`config.mk`:
```
export PLATFORM = sky130hd
export DESIGN_NAME = sprTimingRef
export DESIGN_NICKNAME = d
export VERILOG_FILES = /design/src/sprVideoPkg.sv /design/src/sprTimingRef.sv
export SDC_FILE = /design/constraint.sdc
export NUM_CORES = 1
export LEC_CHECK = 0
export ABC_AREA = 1
export BUFFER_PORTS_ARGS = -buffer_cell sky130_fd_sc_hd__buf_2
export CORE_MARGIN = 3
export CORE_UTILIZATION = 45
export CTS_CLUSTER_SIZE = 20
export DETAILED_ROUTE_END_ITERATION = 10
export PLACE_DENSITY = 0.75
export RECOVER_POWER = 25
export SYNTH_ARGS = -nofsm -noshare
export SYNTH_HDL_FRONTEND = slang
export SYNTH_SLANG_ARGS = --single-unit
export TNS_END_PERCENT = 10
```
`constraint.sdc`:
```
create_clock -name vclk -period 3.6 [get_ports vclk]
set_clock_uncertainty 0.1 [all_clocks]
set_input_delay 0 -clock vclk [delete_from_list [all_inputs] [get_ports vclk]]
set_output_delay 0 -clock vclk [all_outputs]
set_load 0.02 [all_outputs]
```
`src/sprVideoPkg.sv`:
```
`default_nettype none

package sprVideoPkg;

	// --------------------
	// reference counters
	// --------------------

	// dots since the hsync rising edge
	typedef logic [11:0] hCount_t;
	// lines since the vsync rising edge
	typedef logic [11:0] vCount_t;

	// --------------------
	// pixel formats
	// --------------------

	// stream word: plane in 39:36, then 12-bit red, green and blue
	typedef logic [39:0] zrgb_t;
	typedef logic [3:0] plane_t;

	// stored sprite pixel, rgb 5:5:5 in 14:0, bit 15 unused
	typedef logic [15:0] sprPixel_t;

	// one sprite image holds 256 pixels
	typedef logic [7:0] imgAdr_t;

	// cycles from zrgb_i to zrgb_o
	localparam int PIPE_DLY = 4;

endpackage

`default_nettype wire

```
`src/sprTimingRef.sv`:
```
`timescale 1ns/10ps
`default_nettype none

module sprTimingRef (
	input wire logic vclk,
	input wire logic rst_i,
	input wire logic hsync_i,
	input wire logic vsync_i,
	output sprVideoPkg::hCount_t hctr_o,
	output sprVideoPkg::vCount_t vctr_o,
	output logic hEdge_o,
	output logic vEdge_o
);
	// sync levels from the previous cycle
	logic hsPrev;
	logic vsPrev;
	logic hRise;
	logic vRise;

	assign hRise = hsync_i & ~hsPrev;
	assign vRise = vsync_i & ~vsPrev;

	always_ff @(posedge vclk) begin
		if (rst_i) begin
			hsPrev <= 1'b0;
			vsPrev <= 1'b0;
			hEdge_o <= 1'b0;
			vEdge_o <= 1'b0;
			hctr_o <= '0;
			vctr_o <= '0;
		end else begin
			hsPrev <= hsync_i;
			vsPrev <= vsync_i;
			// edge pulses line up with the cycle where the counter is zero
			hEdge_o <= hRise;
			vEdge_o <= vRise;
			// dot counter restarts on every hsync edge
			if (hRise)
				hctr_o <= '0;
			else
				hctr_o <= hctr_o + 1'b1;
			// line counter, vsync takes priority
			if (vRise)
				vctr_o <= '0;
			else if (hRise)
				vctr_o <= vctr_o + 1'b1;
		end
	end

endmodule

`default_nettype wire

```
* After elaboration in Yosys (flattened, before gate mapping)
Index checks and enable logic that the tools add are counted.
** Word-level totals
- Bits in latches :: 0
- Flip-flop bits (word level) :: 28
- Input port bits :: 4
- Word-level logic and storage cells :: 14
- Output and inout bits :: 26
- RAM bits :: 0
- Memories kept :: 0
- Bits in read-only memories :: 0
** Cells by class
- $add $sub $neg :: 2
- $mul :: 0
- Reduce and logical (&&, ||, !) cells :: 2
- Equal/unequal tests :: 0
- Div/mod/pow operators :: 0
- Bitwise operators :: 4
- Multiplexer cells :: 0
- Shifts and indexed selects :: 0
- $lt $le $gt $ge :: 0
** Operator list (number)
- 12-bit by 1-bit adder with 12-bit output (second input constant) :: 2
- 2-bit OR reduction :: 2
- 1-bit bitwise AND :: 2
- 1-bit NOT :: 2

* Longest topological paths before layout
- Depth in word-level cells :: 3
- Mapped depth :: 7
- Depth with buffers taken out :: 7

* Worst setup path before layout
Ideal clock, no wire load.
- Path type :: reg-to-reg
- Start point :: register hctr_o[0]
- End point :: register hctr_o[8]
- Setup slack :: 2.180 ns
- Path buffers :: 0
- Data required time :: 3.383 ns
- Cell stages (with the launch flop) :: 7
- Arrival :: 1.203 ns
- Library setup time :: 0.117 ns
- Period minus slack after synthesis :: 1.420 ns
- Cells stage by stage :: dfxtp_1 -> ha_1 -> nand2_1 -> nor2_2 -> nand2_2 -> o21ai_0 -> nor2_1
** On the way
- Longest elaborated chain between the ends :: 1
** Ends and longest elaborated chain
- start: declaration :: line sprTimingRef.sv:9 : output sprVideoPkg::hCount_t hctr_o,
- start signal: assignment :: line sprTimingRef.sv:41 : hctr_o <= hctr_o + 1'b1;
- 12-bit by 1-bit adder with 12-bit output :: line sprTimingRef.sv:41
No other way between the ends.
A chain may end at the register's enable or synchronous reset.

* Worst setup path after layout
Same ends and word-level chain as after synthesis.

==> results.json <==
{
  "synth_cells": 176,
  "cts_tree": "built",
  "rows": 18,
  "crit_type": "reg -> reg",
  "grt_antenna_before_repair": 0,
  "cap_violations": 0,
  "cts_buffers": 3,
  "wl_mm": 2.31,
  "clock.fmax_mhz": 744,
  "pin_count": 30,
  "combPwrFrac": 0.072,
  "h-tree-depth": 1,
  "antenna_left": 0,
  "grt_overflow": 0,
  "routabilityCongestion": 0.790,
  "grt_util_met2": 0.256,
  "setup_viol": 0,
  "numPortBuffers": 29,
  "critPathMaxFanout": 4,
  "p_int_mw": 0.366,
  "synth_nets": 182,
  "start_util": 0.488,
  "ir_drop_mv": 0.203,
  "die_h_um": 58.8,
  "cp-start-kind": "register",
  "power.switching_mw": 0.108,
  "grt_max_degree": 15,
  "drc_errors": 0,
  "avgRoutedWirePerCell_um": 9.54,
  "via_per_inst": 4.70,
  "crit_arrival_ps": 1460,
  "ctsRootBufferMaster": "clkbuf_4",
  "grt_first_pass_wirelength_mm": 4.04,
  "synth.distinct_cells": 21,
  "worstMarginPinSlew_ps": 263,
  "fin_crit_sh": 0.373,
  "grt_pass1_vias": 1003,
  "cts_buffer_depth": 2,
  "postLayoutCellArea_um2": 1480,
  "met3_usage": 0.0197,
  "cts_setup_buffers": 0,
  "grt_usage": 0.147,
  "core_um2": 2570,
  "ys_ff_latch": 28,
  "vias": 1137,
  "ff2ff_path_depth": 6,
  "dpl_cell_area_um2": 1440,
  "syn_avg_cell_area_um2": 7.12,
  "end_kind": "register",
  "dp_hpwl_mm": 1.72,
  "r2r_start": "hctr_o[0]$_SDFF_PP0_",
  "cts.sinks": 28,
  "status": "finished clean",
  "leakage_nw": 0.623,
  "rrSetupSlack_ps": 2260,
  "cts_resized": 0,
  "powerDensity_nw_per_um2": 319,
  "grt_use_met1": 0.185,
  "worstHoldPathType": "reg -> reg",
  "layout_min_cycle_time_ps": 1340,
  "syn_area_um2": 1250,
  "reg2reg_to": "hctr_o[8]$_SDFF_PP0_",
  "drtIter0Drc": 57,
  "die_area_um2": 3450,
  "holdCritStartpoint": "vsPrev$_SDFF_PP0_",
  "syn2layout_area_growth_pct": 18.5,
  "diodes": 0,
  "ys_warn_count": 0,
  "switching_share": 0.227,
  "power.share.sequential": 0.671,
  "nNetsFinal": 220,
  "hold_violations": 0,
  "die_w_um": 58.8,
  "power.share.clock": 0.256,
  "fin_tns_setup_ps": 0,
  "min_to": "vEdge_o$_SDFF_PP0_",
  "slew_violations": 0,
  "drt_first_pass_iters": 4,
  "final_common_cell": "nand2_1",
  "seq_area_frac_synth": 0.448,
  "relSlewSlack": 0.824,
  "layout_common_cells": "41 x nand2_1, 31 x nor2_1, 28 x dfxtp_1",
  "top_usage_layer": "met2",
  "worstPathRequired_ps": 3720,
  "clkTransAtPathRegs_ps": 140,
  "drive_gt1_frac": 0.175,
  "cts.hold.buffers_added": 4,
  "rsz0062_at_grt": "false",
  "hold_depth": 1,
  "insertion_delay_ps": 310
}
-- layer usage --
layer | wire [um] | share of wire | vias up
met5 | 0 | 0 | -
met4 | 15 | 0.0065 | 0
met3 | 93 | 0.040 | 2
met2 | 1090 | 0.47 | 21
met1 | 1110 | 0.48 | 490
li1 | - | - | 624
-- worst max-delay path by stage --
stage / startpoint / end / slack, ps / depth (start not counted)
2_1_floorplan: hctr_o[0]$_SDFF_PP0_ / hctr_o[8]$_SDFF_PP0_ / 2180 / 6
3_3_place_gp: hctr_o[0]$_SDFF_PP0_ / hctr_o[8]$_SDFF_PP0_ / 2300 / 6
3_5_place_dp: hctr_o[0]$_SDFF_PP0_ / hctr_o[8]$_SDFF_PP0_ / 2280 / 6
4_1_cts: hctr_o[0]$_SDFF_PP0_ / hctr_o[8]$_SDFF_PP0_ / 2250 / 6
5_1_grt: hctr_o[0]$_SDFF_PP0_ / hctr_o[8]$_SDFF_PP0_ / 2090 / 6
6_report: hctr_o[0]$_SDFF_PP0_ / hctr_o[8]$_SDFF_PP0_ / 2260 / 6
-- stage by stage --
| step | hold slack, ps | instances | util | power [mW] | worst slack (ps) |
|---|---|---|---|---|---|
| finish | 345 | 242 | 0.578 | 0.474 | 2260 |
| global route | 360 | 242 | 0.578 | 0.499 | 2090 |
| CTS | 321 | 242 | 0.583 | 0.481 | 2250 |
| detailed placement | 131 | 235 | 0.559 | 0.356 | 2280 |
| global placement | 134 | 235 | 0.559 | 0.356 | 2300 |
| floorplan | -28.8 | 176 | - | 0.346 | 2180 |
-- logic make-up (layout without fill, tap and decap cells) --
family	count (synthesis)	count (layout)	synth area share
buf+inv	27	63	0.0809
fa+ha+maj	2	2	0.0200
simple gates	98	98	0.356
compound gates	20	20	0.0889
xor+xnor	1	1	0.00699
flops	28	28	0.448
-- sequential cells by signal, summed over array words and instances (netlist names) --
signal,cells
hsPrev,1
vctr_o,12
hctr_o,12
vsPrev,1
vEdge_o,1
hEdge_o,1
-- power groups by stage --
stage          combinational [mW]  sequential, mW  clock [mW]
2_1_floorplan              0.0166           0.329           0
3_3_place_gp               0.0316           0.325           0
3_5_place_dp               0.0315           0.325           0
4_1_cts                    0.0349           0.318       0.128
5_1_grt                    0.0388           0.319       0.141
6_report                   0.0342           0.318       0.122
-- synthesized netlist by cell type --
cell | n | area share
o21ai_1 | 2 | 0.0080
o21a_1 | 1 | 0.0060
xor2_1 | 1 | 0.0070
nor2_2 | 5 | 0.025
dfxtp_1 | 28 | 0.45
nor3_1 | 2 | 0.0080
nand2_2 | 3 | 0.015
nand3b_1 | 1 | 0.0060
nand3_2 | 3 | 0.024
nand2_1 | 41 | 0.12
a31oi_1 | 2 | 0.010
inv_2 | 2 | 0.0060
nor2_4 | 2 | 0.018
nor2_1 | 31 | 0.093
nand4_1 | 4 | 0.020
a21oi_1 | 9 | 0.036
inv_1 | 25 | 0.075
o21ai_0 | 5 | 0.020
nand3_1 | 6 | 0.024
ha_1 | 2 | 0.020
o21bai_2 | 1 | 0.0090
-- cell type report --
class	count	area, um^2
Fill cell	261	1080
Inverter	27	101
Multi-Input combinational cell	121	591
Tap cell	30	37.5
Clock buffer	3	22.5
Sequential cell	28	561
Timing Repair Buffer	33	171
-- critical path: stages, from the launching register on --
cell and delay, ps:
dfxtp_1 390, ha_1 180, nand2_1 90, nor2_2 190
nand2_2 90, o21ai_0 150, nor2_1 60
(Power assumes the default switching activity.)
