$ cat src/sprRegPkg.sv
`default_nettype none

package sprRegPkg;

	// whole 32-bit words, addressed by word index
	typedef logic [7:0] regAdr_t;
	typedef logic [31:0] regData_t;

	// --------------------
	// register map
	// --------------------

	// sprite n owns words 4n to 4n+3
	localparam logic [1:0] REG_POS = 2'd0;
	localparam logic [1:0] REG_SIZE = 2'd1;
	localparam logic [1:0] REG_TC = 2'd2;
	// offset 3 is left free

	// global enable, bit n for sprite n
	localparam regAdr_t REG_EN = 8'd240;

	// --------------------
	// field types
	// --------------------

	// width or height minus one
	typedef logic [7:0] sprDim_t;
	// stretch in video clocks minus one
	typedef logic [3:0] pixRes_t;
	// transparent color, rgb 5:5:5
	typedef logic [14:0] tColor_t;

endpackage

`default_nettype wire

$ cat src/sprVideoPkg.sv
`default_nettype none

package sprVideoPkg;

	// --------------------
	// reference counters
	// --------------------

	// dots since the hsync rising edge
	typedef logic [11:0] hCount_t;
	// lines since the vsync rising edge
	typedef logic [11:0] vCount_t;

	// --------------------
	// pixel formats
	// --------------------

	// stream word: plane in 39:36, then 12-bit red, green and blue
	typedef logic [39:0] zrgb_t;
	typedef logic [3:0] plane_t;

	// stored sprite pixel, rgb 5:5:5 in 14:0, bit 15 unused
	typedef logic [15:0] sprPixel_t;

	// one sprite image holds 256 pixels
	typedef logic [7:0] imgAdr_t;

	// cycles from zrgb_i to zrgb_o
	localparam int PIPE_DLY = 4;

endpackage

`default_nettype wire

$ cat src/sprAttrIf.sv
`timescale 1ns/10ps
`default_nettype none

interface sprAttrIf;
	import sprVideoPkg::*;
	import sprRegPkg::*;

	// position, in hctr and vctr units
	hCount_t hPos;
	vCount_t vPos;
	// size in image pixels, minus one
	sprDim_t width;
	sprDim_t height;
	// pixel stretch, minus one
	pixRes_t hRes;
	pixRes_t vRes;
	// output plane, transparent color and enable
	plane_t plane;
	tColor_t tc;
	logic en;

	modport regs (output hPos, vPos, width, height, hRes, vRes, plane, tc, en);
	// the scanner only needs geometry
	modport scan (input hPos, vPos, width, height, hRes, vRes);
	// the compositor only needs the output attributes
	modport comp (input plane, tc, en);

endinterface

`default_nettype wire

$ cat src/sprImageRam.sv
`timescale 1ns/10ps
`default_nettype none

module sprImageRam (
	input wire logic vclk,
	input wire logic wrEn_i,
	input wire sprVideoPkg::imgAdr_t wrAdr_i,
	input wire sprVideoPkg::sprPixel_t wrDat_i,
	input wire sprVideoPkg::imgAdr_t rdAdr_i,
	output sprVideoPkg::sprPixel_t rdDat_o
);
	import sprVideoPkg::*;

	// 256 x 16 image store
	sprPixel_t mem [256];

	// load port
	always_ff @(posedge vclk) begin
		if (wrEn_i)
			mem[wrAdr_i] <= wrDat_i;
	end

	// display port, data one cycle after the address
	// a read at the address being loaded returns the old pixel
	always_ff @(posedge vclk) begin
		rdDat_o <= mem[rdAdr_i];
	end

endmodule

`default_nettype wire

$ cat src/sprScanner.sv
`timescale 1ns/10ps
`default_nettype none

module sprScanner (
	input wire logic vclk,
	input wire logic rst_i,
	input wire sprVideoPkg::hCount_t hctr_i,
	input wire sprVideoPkg::vCount_t vctr_i,
	input wire logic hEdge_i,
	input wire logic vEdge_i,
	sprAttrIf.scan attr,
	input wire logic imgWr_i,
	input wire sprVideoPkg::imgAdr_t imgAdr_i,
	input wire sprVideoPkg::sprPixel_t imgDat_i,
	output sprVideoPkg::sprPixel_t sprPix_o,
	output logic sprDe_o
);
	import sprVideoPkg::*;
	import sprRegPkg::*;

	logic hRst;
	logic vRst;
	logic hNext;
	logic vNext;
	// stretch counters, column and row counters
	pixRes_t hPt;
	pixRes_t vPt;
	sprDim_t hCnt;
	sprDim_t vCnt;
	logic hDe;
	logic vDe;
	// current image index and start of the row being rescanned
	imgAdr_t sprAdr;
	imgAdr_t sprAdrB;

	// left column and top row of the sprite
	assign hRst = (hctr_i == attr.hPos);
	assign vRst = (vctr_i == attr.vPos);
	// last clock of a stretched pixel or line
	assign hNext = (hPt == attr.hRes);
	assign vNext = (vPt == attr.vRes);

	// --------------------
	// horizontal
	// --------------------
	// registered state describes the dot of the previous cycle's hctr
	always_ff @(posedge vclk) begin
		if (rst_i) begin
			hPt <= '0;
			hCnt <= '0;
			hDe <= 1'b0;
		end else if (hRst) begin
			hPt <= '0;
			hCnt <= '0;
			hDe <= 1'b1;
		end else if (hEdge_i) begin
			// a sprite past the line end is cut, not wrapped
			hDe <= 1'b0;
		end else if (hDe) begin
			if (hNext) begin
				hPt <= '0;
				hCnt <= hCnt + 1'b1;
				if (hCnt == attr.width)
					hDe <= 1'b0;
			end else begin
				hPt <= hPt + 1'b1;
			end
		end
	end

	// --------------------
	// vertical
	// --------------------
	// steps once per line, at the sprite's left column
	always_ff @(posedge vclk) begin
		if (rst_i) begin
			vPt <= '0;
			vCnt <= '0;
			vDe <= 1'b0;
		end else if (hRst && vRst) begin
			vPt <= '0;
			vCnt <= '0;
			vDe <= 1'b1;
		end else if (vEdge_i) begin
			vDe <= 1'b0;
		end else if (hRst && vDe) begin
			if (vNext) begin
				vPt <= '0;
				vCnt <= vCnt + 1'b1;
				if (vCnt == attr.height)
					vDe <= 1'b0;
			end else begin
				vPt <= vPt + 1'b1;
			end
		end
	end

	// image address, row * (width + 1) + column
	always_ff @(posedge vclk) begin
		if (rst_i) begin
			sprAdr <= '0;
			sprAdrB <= '0;
		end else if (hRst && vRst) begin
			sprAdr <= '0;
			sprAdrB <= '0;
		end else if (hRst) begin
			// the previous row ended one past its last pixel
			if (vNext)
				sprAdrB <= sprAdr;
			else
				sprAdr <= sprAdrB;
		end else if (hDe && hNext) begin
			sprAdr <= sprAdr + 1'b1;
		end
	end

	sprImageRam uRam (
		.vclk(vclk),
		.wrEn_i(imgWr_i),
		.wrAdr_i(imgAdr_i),
		.wrDat_i(imgDat_i),
		.rdAdr_i(sprAdr),
		.rdDat_o(sprPix_o)
	);

	// display enable follows the RAM read by one cycle
	always_ff @(posedge vclk) begin
		if (rst_i)
			sprDe_o <= 1'b0;
		else
			sprDe_o <= hDe & vDe;
	end

endmodule

`default_nettype wire

$ cat src/flat_wrapper.sv
// flat-port wrapper written by rule: the top's interface ports become plain ports
module sprScanner_flat import sprVideoPkg::*; import sprRegPkg::*;
  (vclk, rst_i, hctr_i, vctr_i, hEdge_i, vEdge_i, imgWr_i, imgAdr_i, imgDat_i, sprPix_o, sprDe_o, attr_hPos, attr_vPos, attr_width, attr_height, attr_hRes, attr_vRes);
  sprAttrIf attr_i ();
  input wire logic vclk;
  input wire logic rst_i;
  input wire sprVideoPkg::hCount_t hctr_i;
  input wire sprVideoPkg::vCount_t vctr_i;
  input wire logic hEdge_i;
  input wire logic vEdge_i;
  input wire logic imgWr_i;
  input wire sprVideoPkg::imgAdr_t imgAdr_i;
  input wire sprVideoPkg::sprPixel_t imgDat_i;
  output sprVideoPkg::sprPixel_t sprPix_o;
  output logic sprDe_o;
  input wire logic [$bits(attr_i.hPos)-1:0] attr_hPos;
  input wire logic [$bits(attr_i.vPos)-1:0] attr_vPos;
  input wire logic [$bits(attr_i.width)-1:0] attr_width;
  input wire logic [$bits(attr_i.height)-1:0] attr_height;
  input wire logic [$bits(attr_i.hRes)-1:0] attr_hRes;
  input wire logic [$bits(attr_i.vRes)-1:0] attr_vRes;
  assign attr_i.hPos = attr_hPos;
  assign attr_i.vPos = attr_vPos;
  assign attr_i.width = attr_width;
  assign attr_i.height = attr_height;
  assign attr_i.hRes = attr_hRes;
  assign attr_i.vRes = attr_vRes;
  sprScanner u_core (.vclk(vclk), .rst_i(rst_i), .hctr_i(hctr_i), .vctr_i(vctr_i), .hEdge_i(hEdge_i), .vEdge_i(vEdge_i), .attr(attr_i), .imgWr_i(imgWr_i), .imgAdr_i(imgAdr_i), .imgDat_i(imgDat_i), .sprPix_o(sprPix_o), .sprDe_o(sprDe_o));
endmodule
$ cat config.mk
export PLATFORM = sky130hd
export DESIGN_NAME = sprScanner_flat
export DESIGN_NICKNAME = d
export VERILOG_FILES = /design/src/sprRegPkg.sv /design/src/sprVideoPkg.sv /design/src/sprAttrIf.sv /design/src/sprImageRam.sv /design/src/sprScanner.sv /design/src/flat_wrapper.sv
export SDC_FILE = /design/constraint.sdc
export NUM_CORES = 2
export LEC_CHECK = 0
export BUFFER_PORTS_ARGS = -buffer_cell sky130_fd_sc_hd__buf_2
export CORE_MARGIN = 3
export CORE_UTILIZATION = 55
export CTS_CLUSTER_DIAMETER = 120
export CTS_CLUSTER_SIZE = 8
export DETAILED_ROUTE_END_ITERATION = 12
export GPL_TIMING_DRIVEN = 0
export MAX_ROUTING_LAYER = met4
export PLACE_DENSITY = 0.71
export SLEW_MARGIN = 20
export SYNTH_ARGS = -nofsm -noshare
export SYNTH_HDL_FRONTEND = slang
export SYNTH_HIERARCHICAL = 1
export SYNTH_SLANG_ARGS = --single-unit
$ cat constraint.sdc
create_clock -name vclk -period 4.23 [get_ports vclk]
set_input_delay 0.2115 -clock vclk [delete_from_list [all_inputs] [get_ports vclk]]
set_output_delay 0.2115 -clock vclk [all_outputs]
set_load 0.02 [all_outputs]
Yosys cells after proc, flatten, opt, wreduce, memory -nomap -nowiden
Memories as Yosys holds them, arrays and structs flattened. A register that Yosys moved wholly into a read port is not among the register bits.
Index checks and enable logic that the tools add are counted.
{"block": "totals", "reg_bits": 43, "mem_bits_rw": 4096, "inputBits": 101, "output_inout_bits": 17, "word_cells": 55, "mem_count": 1}
{"name": "u_core.uRam.mem", "words": 256, "width": 16, "read_ports": 1, "rd_clocked_by_memory_dff": 1, "write_ports": 1, "line": "sprImageRam.sv:15", "text": "sprPixel_t mem [256];"}
{"block": "op_classes", "addsub": 5, "n_eq_ne": 6, "mux": 17, "n_bitwise": 3, "n_reduce_logical": 14}
{"cell": "$add A8 B1 Y8 const B", "n": 3}
{"cell": "$eq A12 B12 Y1", "n": 2}
{"cell": "$mux W8", "n": 3}
{"cell": "$eq A8 B8 Y1", "n": 2}
{"cell": "$mux W1", "n": 12}
{"cell": "$reduce_and A3 Y1", "n": 3}
{"cell": "$reduce_bool A3 Y1", "n": 3}
{"cell": "$add A4 B1 Y4 const B", "n": 2}
{"cell": "$eq A4 B4 Y1", "n": 2}
{"cell": "$mux W4", "n": 2}
{"cell": "$reduce_and A2 Y1", "n": 2}
{"cell": "$reduce_or A2 Y1", "n": 2}
{"cell": "$logic_and A1 B1 Y1", "n": 3}
{"cell": "$not A1 Y1", "n": 2}
{"cell": "$reduce_bool A2 Y1", "n": 1}
{"cell": "$and A1 B1 Y1", "n": 1}

Depth between registers and ports, before layout
{"block": "depth", "ltp_word": 6, "ltp_mapped": 12}

By module
The synthesis kept the hierarchy.
{"module": "sprImageRam", "n_inst": 1, "cells_per_inst": 7360, "area_each_um2": 158714.7, "seq_area_each_um2": 123318.3}
{"module": "sprScanner", "n_inst": 1, "cells_per_inst": 317, "area_each_um2": 2573.7, "seq_area_each_um2": 860.8}

Least setup slack after synthesis
No wires, ideal clock.
{"block": "synth_path", "kind": "flip-flop to flip-flop", "startpoint": "register u_core.sprAdr[0]", "endpoint": "register u_core.uRam.rdDat_o[4] (read register of u_core.uRam.mem)", "t_arrival_ns": 2.456, "required_ns": 4.103, "setup_slack_ns": 1.647, "stages_incl_launch_ff": 9, "synth_period_minus_slack_ns": 2.583, "cell_sequence": "dfxtp_1 buf_6 buf_6 buf_2 mux4_2 mux4_2 a22o_1 o32ai_2 nor4_2"}
{"item": "start: declaration", "line": "sprScanner.sv:33", "text": "imgAdr_t sprAdr;"}
{"item": "start signal: assignment", "line": "sprScanner.sv:111", "text": "sprAdr <= sprAdrB;"}
{"item": "start signal: assignment", "line": "sprScanner.sv:113", "text": "sprAdr <= sprAdr + 1'b1;"}
{"item": "end: declaration", "line": "sprImageRam.sv:10", "text": "output sprVideoPkg::sprPixel_t rdDat_o"}

==> impl_metrics.toml <==
[outcome]
outcome = "finished, violations left"
violations = "negative setup slack"

[timing]
fin_crit_ns = 4.433
tightest_slew_ns = 1.272
finalCritPeriodShare = 1.048
relSlewSlack = 0.1501
maxSlewViolCount = 0
rsz0062_at_grt = "true"
clock_skew_ns = 0.06040
hold_slack_ns = 0.06221
fin_ws_ns = -0.2034
fmax_mhz = 225.6
setup_viol = 15
hold_viol = 0

[cts]
root_buffer = "clkbuf_16"
clk_latency_ns = 1.07
cts_tree = "yes"
cts_made_buffers = 589
htreeDepth = 6
cts_buffer_depth = 4
clock-sinks = 4155
cts.clk_slew.worst_paths_ns = 0.05

[synth]
yosys_warnings = 6
ys.flop_type = "edfxtp_1"
ys_seq_area_frac = 0.7699
synth.top_cell.area_share = 0.7626
ys_ff_latch = 4155
synthCells = 7677
syn_area_sq_um = 161300
yosys.area.top_type = "edfxtp_1"
yosys-top-cells-count = "edfxtp_1, mux4_2, mux2i_1, nor2_1, o221ai_1"
yosysUniqueCellTypes = 63
synth_area_leaders = "edfxtp_1, mux4_2, mux2i_1"
synth_fp_nets = 7783
synth_edf_count = 4096
syn_area_per_cell_sq_um = 21.01
yosysMostFrequentCell = "edfxtp_1"
ys_async_sr_fraction = 0

[drt]
num_vias = 89790
via_per_inst = 7.061
drt_iter0_drc = 15170
route.final.wire_length_microns = 499800
wl_per_cell_microns = 39.30
drc = 0
antenna_left = 0
dr.pass1.iters = 8

[layout]
area_growth_pct = 17.82
fin_area_sq_um = 190000
finalNonFillerCells = 12720
final_core_util = 0.6522
layout.nets = 8797
drive_gt1_frac = 0.2973

[floorplanning]
core-area_sq_um = 291300
die_y_microns = 547.5
start_util = 0.5536
io_pins = 118
row_count = 198
dieArea_sq_um = 299800
die-width_microns = 547.5

[place]
dp_hpwl_microns = 330900
place_area_sq_um = 171700
portBuffers = 112
gp_congestion = 1.075
post-place-ws_ns = -1.909
place_inst = 11950

[worst_hold_path]
hold_path.class = "input port to register"

[worst_setup_path]
crit_end = "u_core/uRam/rdDat_o[3]$_DFF_P_"
r2r-end = "u_core/uRam/rdDat_o[3]$_DFF_P_"
arrival_ns = 5.31
path_class = "register to register"
r2r_slack_ns = -0.20
r2r_cells = 8
crit_required_ns = 5.11
cp_max_fo = 10
critPathLaunchType = "register"
cp-end-kind = "register"
rr_startpoint = "u_core/sprAdr[2]$_SDFFE_PP0P_"
crit_start = "u_core/sprAdr[2]$_SDFFE_PP0P_"

[global_routing]
grt_overflow = 0
grt_max_degree = 131
grt_pass1_vias = 88310
grtUsageTotal = 0.3414
grt_pass1_wl_microns = 690000
antenna_found_initial = 28

[power]
leakagePower_nw = 57.45
power_density_nw_per_um2 = 467.9
ir_worst_vdd_mv = 0.3459

[job]
maxCapViolations = 0
## cell usage in the layout, fill, tap and decap left out, drive strengths merged, types with 50 or more instances in the layout
master       Yosys  routed
edfxtp        4096    4096
clkbuf         239     861
mux4           797     797
buf            227     594
mux2i          568     568
nor2           319     319
o221ai         253     253
a21oi          201     201
o22ai          148     148
nor3           101     101
mux2            88      88
nand2           79      79
dfxtp           59      59
dlygate4sd3      0      54
o21ai           50      50
## stage by stage
stage	setup TNS [ns]	total power, mW
floorplan	0	46.34
global placement	-2448.73	47.31
detailed placement	-22.04	47.37
CTS	-0.07421	89.13
global route	-0.2420	90.92
finish	-1.786	88.91
## routing by layer
layer,track usage,share of wire,vias to the layer above,wire [microns]
met5,-,0,-,0
met4,0.1836,0.066,0,32830
met3,0.1265,0.15,1417,75620
met2,0.4769,0.44,7300,220500
met1,0.4374,0.34,46750,170900
li1,-,-,34320,-
## power by group
part	internal (mW)	leakage, nW	switching (mW)
Combinational	0.245	12.3	1.02
Sequential	45.4	37.3	0.0221
Clock	25.0	7.90	17.2
Total	70.6	57.4	18.3
## cell families after synthesis
family,after synthesis,synth area share
AOI/OAI and AO/OA,847,0.03711
xor gates and xnor gates,59,0.003204
adders and majority gates,5,0.0003879
buffers and inverters,476,0.01716
DFF,4155,0.7699
muxes,1453,0.1527
and+or+nand+nor,682,0.01953
## registers in the layout, indices dropped and copies added, names as in the netlist, 4 cells and up
register             flops
u_core/sprAdrB           8
u_core/uRam/rdDat_o     16
u_core/uRam/mem       4096
u_core/vPt               4
u_core/hPt               4
u_core/hCnt              8
u_core/vCnt              8
u_core/sprAdr            8
## final cells by class
class                   count  area [sq um]
clock buffers             625         14870
multi-input cells        3046         36410
well taps                3900          4880
clock inverters            61          1471
inverters                  10         37.54
repair buffers            424          5087
flip-flops and latches   4155        124200
diodes                     31         77.57
plain buffers             465          3003
fillers                 18380        101300
## timing repair
action | CTS | global route
pin swaps | 4 | 3
hold endpoints to repair | 2195 | 0
buffers inserted | 0 | 2
endpoints found under the setup margin | 16 | 16
hold buffers | 54 | 0
gates resized for setup | 241 | 66
## worst min path at each step
stage,from,to,slack (ns),depth (start not counted)
floorplan,rst_i,u_core/hDe$_SDFF_PP0_,0.28,1
global placement,rst_i,u_core/hDe$_SDFF_PP0_,0.41,2
detailed placement,rst_i,u_core/hDe$_SDFF_PP0_,0.41,2
CTS,attr_vRes[3],u_core/sprAdr[3]$_SDFFE_PP0P_,0.003,7
global route,imgAdr_i[2],u_core/uRam/mem[12][5]$_DFFE_PP_,0.06,3
finish,attr_vRes[3],u_core/sprAdr[3]$_SDFFE_PP0P_,0.06,7
## worst max-delay path: stages (launching register included)
cell and delay [ns]:
dfxtp_1 0.48, buf_4 0.42, clkbuf_4 0.49, clkbuf_2 0.70, clkbuf_2 0.65, a21oi_1 0.11, o21ai_1 0.60, nand3_1 0.24
nor4_4 0.51
Power figures use the tool's default switching activity.
